==> config.mk <==
export PLATFORM = sky130hd
export DESIGN_NAME = motion_top
export DESIGN_NICKNAME = d
export VERILOG_FILES = /design/src/motion_pkg.sv /design/src/motion_top.sv /design/src/step_tally.sv /design/src/dda_axis.sv /design/src/move_sequencer.sv /design/src/command_decoder.sv
export SDC_FILE = /design/constraint.sdc
export NUM_CORES = 2
export LEC_CHECK = 0
export BUFFER_PORTS_ARGS = -buffer_cell sky130_fd_sc_hd__buf_2
export CAP_MARGIN = 10
export CORE_MARGIN = 4
export CORE_UTILIZATION = 55
export CTS_CLUSTER_DIAMETER = 120
export CTS_CLUSTER_SIZE = 40
export DETAILED_ROUTE_END_ITERATION = 10
export PLACE_DENSITY = 0.77
export SLEW_MARGIN = 10
export SYNTH_ARGS = -nofsm -noshare
export SYNTH_HDL_FRONTEND = slang
export SYNTH_SLANG_ARGS = --single-unit
==> constraint.sdc <==
create_clock -name CLK -period 35.2 [get_ports CLK]
set_input_delay 5.28 -clock CLK [delete_from_list [all_inputs] [get_ports CLK]]
set_output_delay 5.28 -clock CLK [all_outputs]
set_load 0.02 [all_outputs]
==> src/motion_pkg.sv <==
// Shared widths, vector types, command codes, state encoding and the per-axis rate struct
package motion_pkg;

  localparam int WORD_W  = 64;
  localparam int HDR_LSB = 56;  // Header byte sits in bits 63..56
  localparam int DDA_W   = 32;

  typedef logic [WORD_W-1:0]       bus_word_t;
  typedef logic signed [DDA_W-1:0] dda_rate_t;   // Rate and acceleration
  typedef logic [31:0]             duration_t;   // Move length in ticks
  typedef logic signed [31:0]      tally_t;
  typedef logic [7:0]              divisor_t;

  localparam divisor_t DEFAULT_DIVISOR = 8'd32;

  typedef enum logic [7:0] {
    CMD_COORDINATED_STEP = 8'h01,
    CMD_MOTOR_ENABLE     = 8'h0A,
    CMD_CLK_DIVISOR      = 8'h20,
    CMD_CHANNEL_INFO     = 8'hFD
  } cmd_t;

  typedef struct packed {
    dda_rate_t rate;
    dda_rate_t accel;
  } axis_rate_t;

  typedef enum logic [1:0] {
    SEQ_IDLE,
    SEQ_LOAD,
    SEQ_RUN
  } seq_state_t;

  // Packed size of one move slot for n axes
  // Slot layout is dir, duration, then one axis_rate_t per axis
  function automatic int slot_bits(int n);
    return n + $bits(duration_t) + n * $bits(axis_rate_t);
  endfunction

endpackage
==> src/motion_top.sv <==
// Motion core top level joining decoder, sequencer, DDA axes and step tally
`timescale 1ns/1ps

module motion_top import motion_pkg::*; #(
  parameter int NUM_AXES    = 3,
  parameter int BUFFER_SIZE = 2
) (
  input  logic                CLK,
  input  logic                resetn,
  input  bus_word_t           word_data,
  input  logic                word_strobe,
  output bus_word_t           word_reply,
  output logic [NUM_AXES-1:0] step,
  output logic [NUM_AXES-1:0] dir,
  output logic [NUM_AXES-1:0] enable,
  output logic                buffer_dtr,
  output logic                move_done
);

  divisor_t                       divisor;
  logic                           slot_write;
  logic [slot_bits(NUM_AXES)-1:0] slot_data;
  logic                           snapshot;
  tally_t [NUM_AXES-1:0]          tally_snap;
  logic                           tick;
  logic                           load;
  logic                           run;
  axis_rate_t [NUM_AXES-1:0]      axis_rate;

  command_decoder #(
    .NUM_AXES (NUM_AXES)
  ) u_decoder (
    .CLK         (CLK),
    .resetn      (resetn),
    .word_data   (word_data),
    .word_strobe (word_strobe),
    .word_reply  (word_reply),
    .enable      (enable),
    .divisor     (divisor),
    .slot_write  (slot_write),
    .slot_data   (slot_data),
    .snapshot    (snapshot),
    .tally_snap  (tally_snap)
  );

  move_sequencer #(
    .NUM_AXES    (NUM_AXES),
    .BUFFER_SIZE (BUFFER_SIZE)
  ) u_sequencer (
    .CLK        (CLK),
    .resetn     (resetn),
    .divisor    (divisor),
    .slot_write (slot_write),
    .slot_data  (slot_data),
    .buffer_dtr (buffer_dtr),
    .move_done  (move_done),
    .tick       (tick),
    .load       (load),
    .run        (run),
    .dir        (dir),
    .axis_rate  (axis_rate)
  );

  // One DDA per motor
  for (genvar i = 0; i < NUM_AXES; i++) begin : g_axis
    dda_axis u_dda (
      .CLK       (CLK),
      .resetn    (resetn),
      .tick      (tick),
      .load      (load),
      .run       (run),
      .axis_rate (axis_rate[i]),
      .step      (step[i])
    );
  end

  step_tally #(
    .NUM_AXES (NUM_AXES)
  ) u_tally (
    .CLK        (CLK),
    .resetn     (resetn),
    .step       (step),
    .dir        (dir),
    .snapshot   (snapshot),
    .tally_snap (tally_snap)
  );

endmodule

==> src/step_tally.sv <==
// Signed per-axis step counters with a snapshot copy for host readback
`timescale 1ns/1ps

module step_tally import motion_pkg::*; #(
  parameter int NUM_AXES = 3
) (
  input  logic                  CLK,
  input  logic                  resetn,
  input  logic [NUM_AXES-1:0]   step,
  input  logic [NUM_AXES-1:0]   dir,
  input  logic                  snapshot,
  output tally_t [NUM_AXES-1:0] tally_snap
);

  tally_t [NUM_AXES-1:0] live;   // Running position per axis

  always_ff @(posedge CLK) begin
    if (resetn) begin
      live       <= '0;
      tally_snap <= '0;
    end else begin
      for (int i = 0; i < NUM_AXES; i++) begin
        if (step[i]) begin
          // dir high counts up
          live[i] <= dir[i] ? live[i] + tally_t'(1) : live[i] - tally_t'(1);
        end
      end
      if (snapshot) begin
        tally_snap <= live;  // Counts as of the move header
      end
    end
  end

endmodule

==> src/dda_axis.sv <==
// Single DDA axis with accumulator and ramping rate that emits step pulses
`timescale 1ns/1ps

module dda_axis import motion_pkg::*; (
  input  logic       CLK,
  input  logic       resetn,
  input  logic       tick,
  input  logic       load,
  input  logic       run,
  input  axis_rate_t axis_rate,
  output logic       step
);

  logic [DDA_W-1:0] acc;
  dda_rate_t        rate;   // Current rate that ramps by accel every tick
  logic [DDA_W:0]   sum;    // Top bit is the carry out
  logic             advance;

  assign sum     = {1'b0, acc} + {1'b0, rate};
  assign advance = tick && run;

  // Accel comes straight from the running slot
  always_ff @(posedge CLK) begin
    if (load) begin
      acc  <= '0;
      rate <= axis_rate.rate;
    end else if (advance) begin
      acc  <= sum[DDA_W-1:0];
      rate <= rate + axis_rate.accel;
    end
  end

  always_ff @(posedge CLK) begin
    if (resetn) begin
      step <= 1'b0;
    end else begin
      step <= advance && sum[DDA_W];  // Overflow gives one step
    end
  end

endmodule

==> src/move_sequencer.sv <==
// Tick divider, move slot ring with ready flags and the move duration FSM
`timescale 1ns/1ps

module move_sequencer import motion_pkg::*; #(
  parameter int NUM_AXES    = 3,
  parameter int BUFFER_SIZE = 2
) (
  input  logic                           CLK,
  input  logic                           resetn,
  input  divisor_t                       divisor,
  input  logic                           slot_write,
  input  logic [slot_bits(NUM_AXES)-1:0] slot_data,
  output logic                           buffer_dtr,
  output logic                           move_done,
  output logic                           tick,
  output logic                           load,
  output logic                           run,
  output logic [NUM_AXES-1:0]            dir,
  output axis_rate_t [NUM_AXES-1:0]      axis_rate
);

  localparam int IDX_W = (BUFFER_SIZE > 1) ? $clog2(BUFFER_SIZE) : 1;

  typedef struct packed {
    logic [NUM_AXES-1:0]       dir;
    duration_t                 duration;
    axis_rate_t [NUM_AXES-1:0] axes;
  } move_slot_t;

  move_slot_t             slots [BUFFER_SIZE];
  logic [BUFFER_SIZE-1:0] ready;      // Slot holds a move not yet run
  logic [IDX_W-1:0]       wr_idx;
  logic [IDX_W-1:0]       rd_idx;
  logic                   slot_full;
  logic                   slot_accept;
  divisor_t               div_cnt;
  duration_t              remaining;  // Ticks left in the running move
  seq_state_t             state;

  assign slot_full   = &ready;
  assign buffer_dtr  = ~slot_full;
  assign slot_accept = slot_write && !ready[wr_idx];  // Writes into a full ring are lost
  assign tick        = (div_cnt >= divisor);
  assign load        = (state == SEQ_LOAD);
  assign move_done   = (state == SEQ_RUN) && (remaining == '0);
  assign run         = (state == SEQ_RUN) && !move_done;
  assign axis_rate   = slots[rd_idx].axes;  // Stable while the slot runs

  always_ff @(posedge CLK) begin
    if (slot_accept) begin
      slots[wr_idx] <= slot_data;
    end
  end

  always_ff @(posedge CLK) begin
    if (resetn) begin
      div_cnt   <= '0;
      wr_idx    <= '0;
      rd_idx    <= '0;
      ready     <= '0;
      remaining <= '0;
      dir       <= '0;
      state     <= SEQ_IDLE;
    end else begin
      div_cnt <= tick ? '0 : div_cnt + 1'b1;

      if (slot_accept) begin
        ready[wr_idx] <= 1'b1;
        wr_idx <= (wr_idx == IDX_W'(BUFFER_SIZE - 1)) ? '0 : wr_idx + 1'b1;
      end

      case (state)
        SEQ_IDLE: begin
          if (ready[rd_idx]) state <= SEQ_LOAD;
        end
        SEQ_LOAD: begin
          remaining <= slots[rd_idx].duration;
          dir       <= slots[rd_idx].dir;
          state     <= SEQ_RUN;
        end
        SEQ_RUN: begin
          if (move_done) begin
            // Release the slot and move on in write order
            ready[rd_idx] <= 1'b0;
            rd_idx <= (rd_idx == IDX_W'(BUFFER_SIZE - 1)) ? '0 : rd_idx + 1'b1;
            state  <= SEQ_IDLE;
          end else if (tick) begin
            remaining <= remaining - 1'b1;
          end
        end
        default: state <= SEQ_IDLE;
      endcase
    end
  end

endmodule

==> src/command_decoder.sv <==
// Host word decoder with header handling, move assembly, reply word and config registers
`timescale 1ns/1ps

module command_decoder import motion_pkg::*; #(
  parameter int NUM_AXES = 3
) (
  input  logic                           CLK,
  input  logic                           resetn,
  input  bus_word_t                      word_data,
  input  logic                           word_strobe,
  output bus_word_t                      word_reply,
  output logic [NUM_AXES-1:0]            enable,
  output divisor_t                       divisor,
  output logic                           slot_write,
  output logic [slot_bits(NUM_AXES)-1:0] slot_data,
  output logic                           snapshot,
  input  tally_t [NUM_AXES-1:0]          tally_snap
);

  localparam int CNT_W = $clog2(2 * NUM_AXES + 2);
  localparam int AX_W  = (NUM_AXES > 1) ? $clog2(NUM_AXES) : 1;

  typedef struct packed {
    logic [NUM_AXES-1:0]       dir;
    duration_t                 duration;
    axis_rate_t [NUM_AXES-1:0] axes;
  } move_slot_t;

  move_slot_t       slot_q;     // Move being assembled
  logic             strobe_q;
  logic             word_rise;
  logic [7:0]       header;     // Header of the message in progress
  logic [CNT_W-1:0] word_cnt;   // Words taken so far
  logic             in_move;
  logic [AX_W-1:0]  axis_idx;
  logic [AX_W-1:0]  next_idx;
  logic             is_accel;
  logic             last_word;

  assign word_rise = word_strobe & ~strobe_q;
  assign in_move   = (header == CMD_COORDINATED_STEP);

  // Words 2 and 3 carry axis 0, words 4 and 5 axis 1 and so on
  assign axis_idx  = AX_W'((word_cnt - CNT_W'(2)) >> 1);
  assign next_idx  = axis_idx + 1'b1;
  assign is_accel  = word_cnt[0] && (word_cnt != CNT_W'(1));
  assign last_word = is_accel && (axis_idx == AX_W'(NUM_AXES - 1));
  assign slot_data = slot_q;

  always_ff @(posedge CLK) begin
    if (resetn) begin
      strobe_q   <= 1'b0;
      header     <= 8'h00;
      word_cnt   <= '0;
      word_reply <= '0;
      enable     <= '0;
      divisor    <= DEFAULT_DIVISOR;
      slot_write <= 1'b0;
      snapshot   <= 1'b0;
    end else begin
      strobe_q   <= word_strobe;
      slot_write <= 1'b0;
      snapshot   <= 1'b0;

      if (word_rise) begin
        word_reply <= '0;  // Zero unless a field is filled below

        if (!in_move) begin
          // New message header
          header   <= word_data[WORD_W-1:HDR_LSB];
          word_cnt <= CNT_W'(1);
          case (word_data[WORD_W-1:HDR_LSB])
            CMD_COORDINATED_STEP: begin
              slot_q.dir <= word_data[NUM_AXES-1:0];
              snapshot   <= 1'b1;  // Freeze tallies for the readback
            end
            CMD_MOTOR_ENABLE: begin
              enable <= word_data[NUM_AXES-1:0];
            end
            CMD_CLK_DIVISOR: begin
              divisor <= word_data[7:0];
            end
            CMD_CHANNEL_INFO: begin
              word_reply[7:0]   <= 8'(NUM_AXES);
              word_reply[15:8]  <= 8'(DDA_W);
              word_reply[23:16] <= 8'($bits(tally_t));
            end
            default: begin
              header <= 8'h00;
            end
          endcase
        end else begin
          // Body words of a coordinated move
          word_cnt <= word_cnt + 1'b1;
          if (word_cnt == CNT_W'(1)) begin
            slot_q.duration <= word_data[$bits(duration_t)-1:0];
            word_reply[$bits(tally_t)-1:0] <= tally_snap[0];
          end else if (!is_accel) begin
            slot_q.axes[axis_idx].rate <= word_data[DDA_W-1:0];
          end else begin
            slot_q.axes[axis_idx].accel <= word_data[DDA_W-1:0];
            if (last_word) begin
              header     <= 8'h00;
              word_cnt   <= '0;
              slot_write <= 1'b1;  // Slot is complete on the next cycle
            end else begin
              word_reply[$bits(tally_t)-1:0] <= tally_snap[next_idx];
            end
          end
        end
      end
    end
  end

endmodule

==> out/metrics.yaml <==
detailed_routing:
  drt_first_iter_violations: 3912
  totalWireLength_mm: 133
  met2_wirelength_mm: 64.0
  drt-met1-wl_mm: 57.2
  routed.top_layer: "met4"
  number_of_remaining_drc_errors: 0
  routed_via_density: 6.02
  met3WireLength_mm: 7.95
  num_vias: 39300
  final_antenna_net_count: 0
  post_drt_wl_per_cell_um: 20.3
  firstDrtPassIters: 5
sta:
  final-setup-viol-count: 0
  tightestPinTransition_ns: 1.16
  timing_max_transition_violations_final: 0
  unrepaired_setup_endpoints_after_global_routing: "false"
  clock_skew_ns: 0.0460
  setup_slack_ns: 25.89
  min_period_over_period_pct: 26.4
  finalCriticalPeriod_ns: 9.31
  max_freq_mhz: 107
  totalNegativeSetupSlack_ns: 0
  timing.max_slew.rel_slack_pct: 20.3
  hold_viol_final: 0
min_path:
  hp-class: "reg -> reg"
  hold-path-cell-count: 0
layout:
  drive_gt1_share_pct: 7.30
  layout-area-overhead-vs-synth_pct: 4.67
  final_common_cell: "edfxtp_1"
  fillerInstances: 8408
  final_cell_mix: "edfxtp_1, nor2_1, a21oi_1"
  final_nets: 5482
pwr:
  power.net_switching_uw: 450
  clock_power_share_pct: 28.3
  pwr_density_cell_nw_per_um2: 35.2
  sw_frac_of_total_pct: 21.1
  power.share.combinational_pct: 3.3
  ir_drop_mv: 0.0293
  power_leakage_uw: 0.0227
  seqPwrFrac_pct: 68.5
  p_int_uw: 1680
logic_synthesis:
  post_synth_inst_count: 5172
  synth_sequential_area_ratio_pct: 54.1
  ys_dominant_reg_cell: "edfxtp_1"
  synth-seq-cells: 1175
  post_synth.cell_area_avg_sq_um: 11.2
  cell_area_after_synthesis_sq_um: 57800
  async_flop_share_pct: 0
  synthesis_warning_total: 0
  synthDominantAreaCellType: "edfxtp_1"
  synth_enable_flop_cells: 777
  synth_top_area_share_pct: 40.3
  post_synth_num_cell_types: 93
  synth.area.top_cells: "edfxtp_1, dfxtp_1, ha_1"
clock_network:
  ctsLongestPathBuffers: 3
  cts-htree-levels: 2
  cts.hold.buffers_added: 0
  cts_buffers: 35
  clk_pin_slew_ns: 0.14
  ctsResizeCount: 0
  ctsRootBufferMaster: "clkbuf_16"
  tritoncts_num_sinks: 1175
  clk-insertion-delay-late_ns: 0.65
  clock_tree_from_tritoncts: "done"
  cts_setup_buffers: 0
floorplan:
  std_cell_rows: 118
  core_area_sq_um: 104000
  die_area_sq_um: 110000
  die_height_um: 332
  ios: 142
  initial_core_util_pct: 55.6
  floorplan.die.width_um: 332
placement:
  place_hpwl_mm: 89.3
  io_buffers: 85
  routabilityCongestion: 0.922
  dpl_worst_slack_ns: 26.63
setup_path:
  crit_required_ns: 29.92
  endpoint_kind: "primary output"
  critPathArrivalTime_ns: 4.03
  worst_setup_path_start_kind: "flop"
  path_max_fanout: 67
  worst-setup-path-type: "reg -> out"
  r2r_cell_count: 14
run_status:
  status: "finished, final reports clean"
global_route:
  grt_antenna_before_repair: 17
  grt_overflow_total: 0
  maximum_number_of_pins_on_one_net_before_global_route_repair: 168
  number_of_global_route_vias_before_repair: 38000
  grt_first_pass_wirelength_mm: 208
  track_usage_pct: 23.2
run:
  maxCapViolCount: 0
-- cells in the mapped netlist, types with 37 or more instances --
| cell | instances |
|---|---|
| o21ai_0 | 207 |
| buf_4 | 37 |
| a211oi_1 | 68 |
| nand3_1 | 95 |
| nor2b_1 | 42 |
| xnor2_1 | 145 |
| a21oi_1 | 415 |
| and3_1 | 64 |
| o21a_1 | 44 |
| inv_1 | 86 |
| a22oi_1 | 39 |
| xor2_1 | 88 |
| a21o_1 | 145 |
| edfxtp_1 | 777 |
| nor3_1 | 54 |
| ha_1 | 295 |
| clkbuf_1 | 177 |
| nand2_1 | 395 |
| nand2b_1 | 58 |
| mux2_2 | 134 |
| mux2i_1 | 284 |
| o22ai_1 | 48 |
| and2_1 | 174 |
| nor2_1 | 457 |
| dfxtp_1 | 398 |
-- registers in the layout, summed over array words and instances (netlist names), 32 cells and up, named ones only --
register / count
u_tally.tally_snap: 96
u_tally.live: 96
u_decoder.word_reply: 32
g_axis.u_dda.acc: 96
u_sequencer.slots: 454
g_axis.u_dda.rate: 96
u_decoder.slot_data: 227
u_sequencer.remaining: 32
-- per-layer routing --
metal	GRT usage, %	vias up
met3	2.50	180
li1	-	18800
met4	6.26	0
met1	31.6	19000
met2	39.6	1265
met5	0	-
-- per-stage QoR --
step,power [uW],instance area [sq um],instances,utilization [%],hold WS (ns)
2_1_floorplan,1540,58000,5203,-,0.421
3_3_place_gp,1560,59500,6454,57.2,0.422
3_5_place_dp,1560,59500,6454,57.2,0.429
4_1_cts,2140,60500,6515,58.2,0.448
5_1_grt,2200,60500,6520,58.2,0.462
6_report,2130,60500,6521,58.2,0.443
-- logic make-up (layout without fill, tap and decap cells) --
| kind of cell | Yosys count | in the layout | share of synthesized area, % |
|---|---|---|---|
| AOI/OAI and AO/OA | 1243 | 1243 | 13.7 |
| xor gates and xnor gates | 233 | 233 | 3.53 |
| adders and majority gates | 304 | 304 | 6.69 |
| buffers and inverters | 347 | 279 | 2.55 |
| DFF | 1175 | 1175 | 54.1 |
| muxes | 418 | 418 | 7.52 |
| other | 1 | 38 | 0.00648 |
| and+or+nand+nor | 1451 | 1451 | 11.9 |
-- power groups by stage --
stage / logic, uW / registers [uW] / clock network [uW]
after detailed placement: 67.9 / 1490 / 0
after floorplan: 47.5 / 1490 / 0
final: 69.4 / 1460 / 604
after CTS: 68.3 / 1460 / 615
after global routing: 75.4 / 1460 / 663
after global placement: 66.3 / 1490 / 0
-- path summary, 6_finish.rpt --
check / from / end / slack, ns
setup / recovery: u_sequencer.state[0] / move_done / 25.89
hold / removal: u_decoder.slot_data[172] / u_sequencer.slots[1][172] / 0.44
hold reg to reg: u_decoder.slot_data[172] / u_sequencer.slots[1][172] / 0.44
setup reg to reg: flop / g_axis[1].u_dda.rate[30] / 29.56
-- worst max-delay path, stage by stage, from the launching register on --
cell and delay, ns:
dfxtp_1 0.37, inv_1 0.10, ha_2 0.93, inv_1 0.79, nor4_1 0.86, buf_2 0.30
-- layout make-up --
type | count | area (sq um) | area share, %
Sequential cell | 1175 | 31300 | 51.7
Multi-Input combinational cell | 3681 | 25300 | 41.8
Timing Repair Buffer | 132 | 812 | 1.34
Clock buffer | 56 | 986 | 1.63
Antenna cell | 6 | 15.0 | 0.0248
Inverter | 86 | 325 | 0.537
Tap cell | 1380 | 1730 | 2.85
Clock inverter | 5 | 70.1 | 0.116
(Power assumes the default switching activity.)
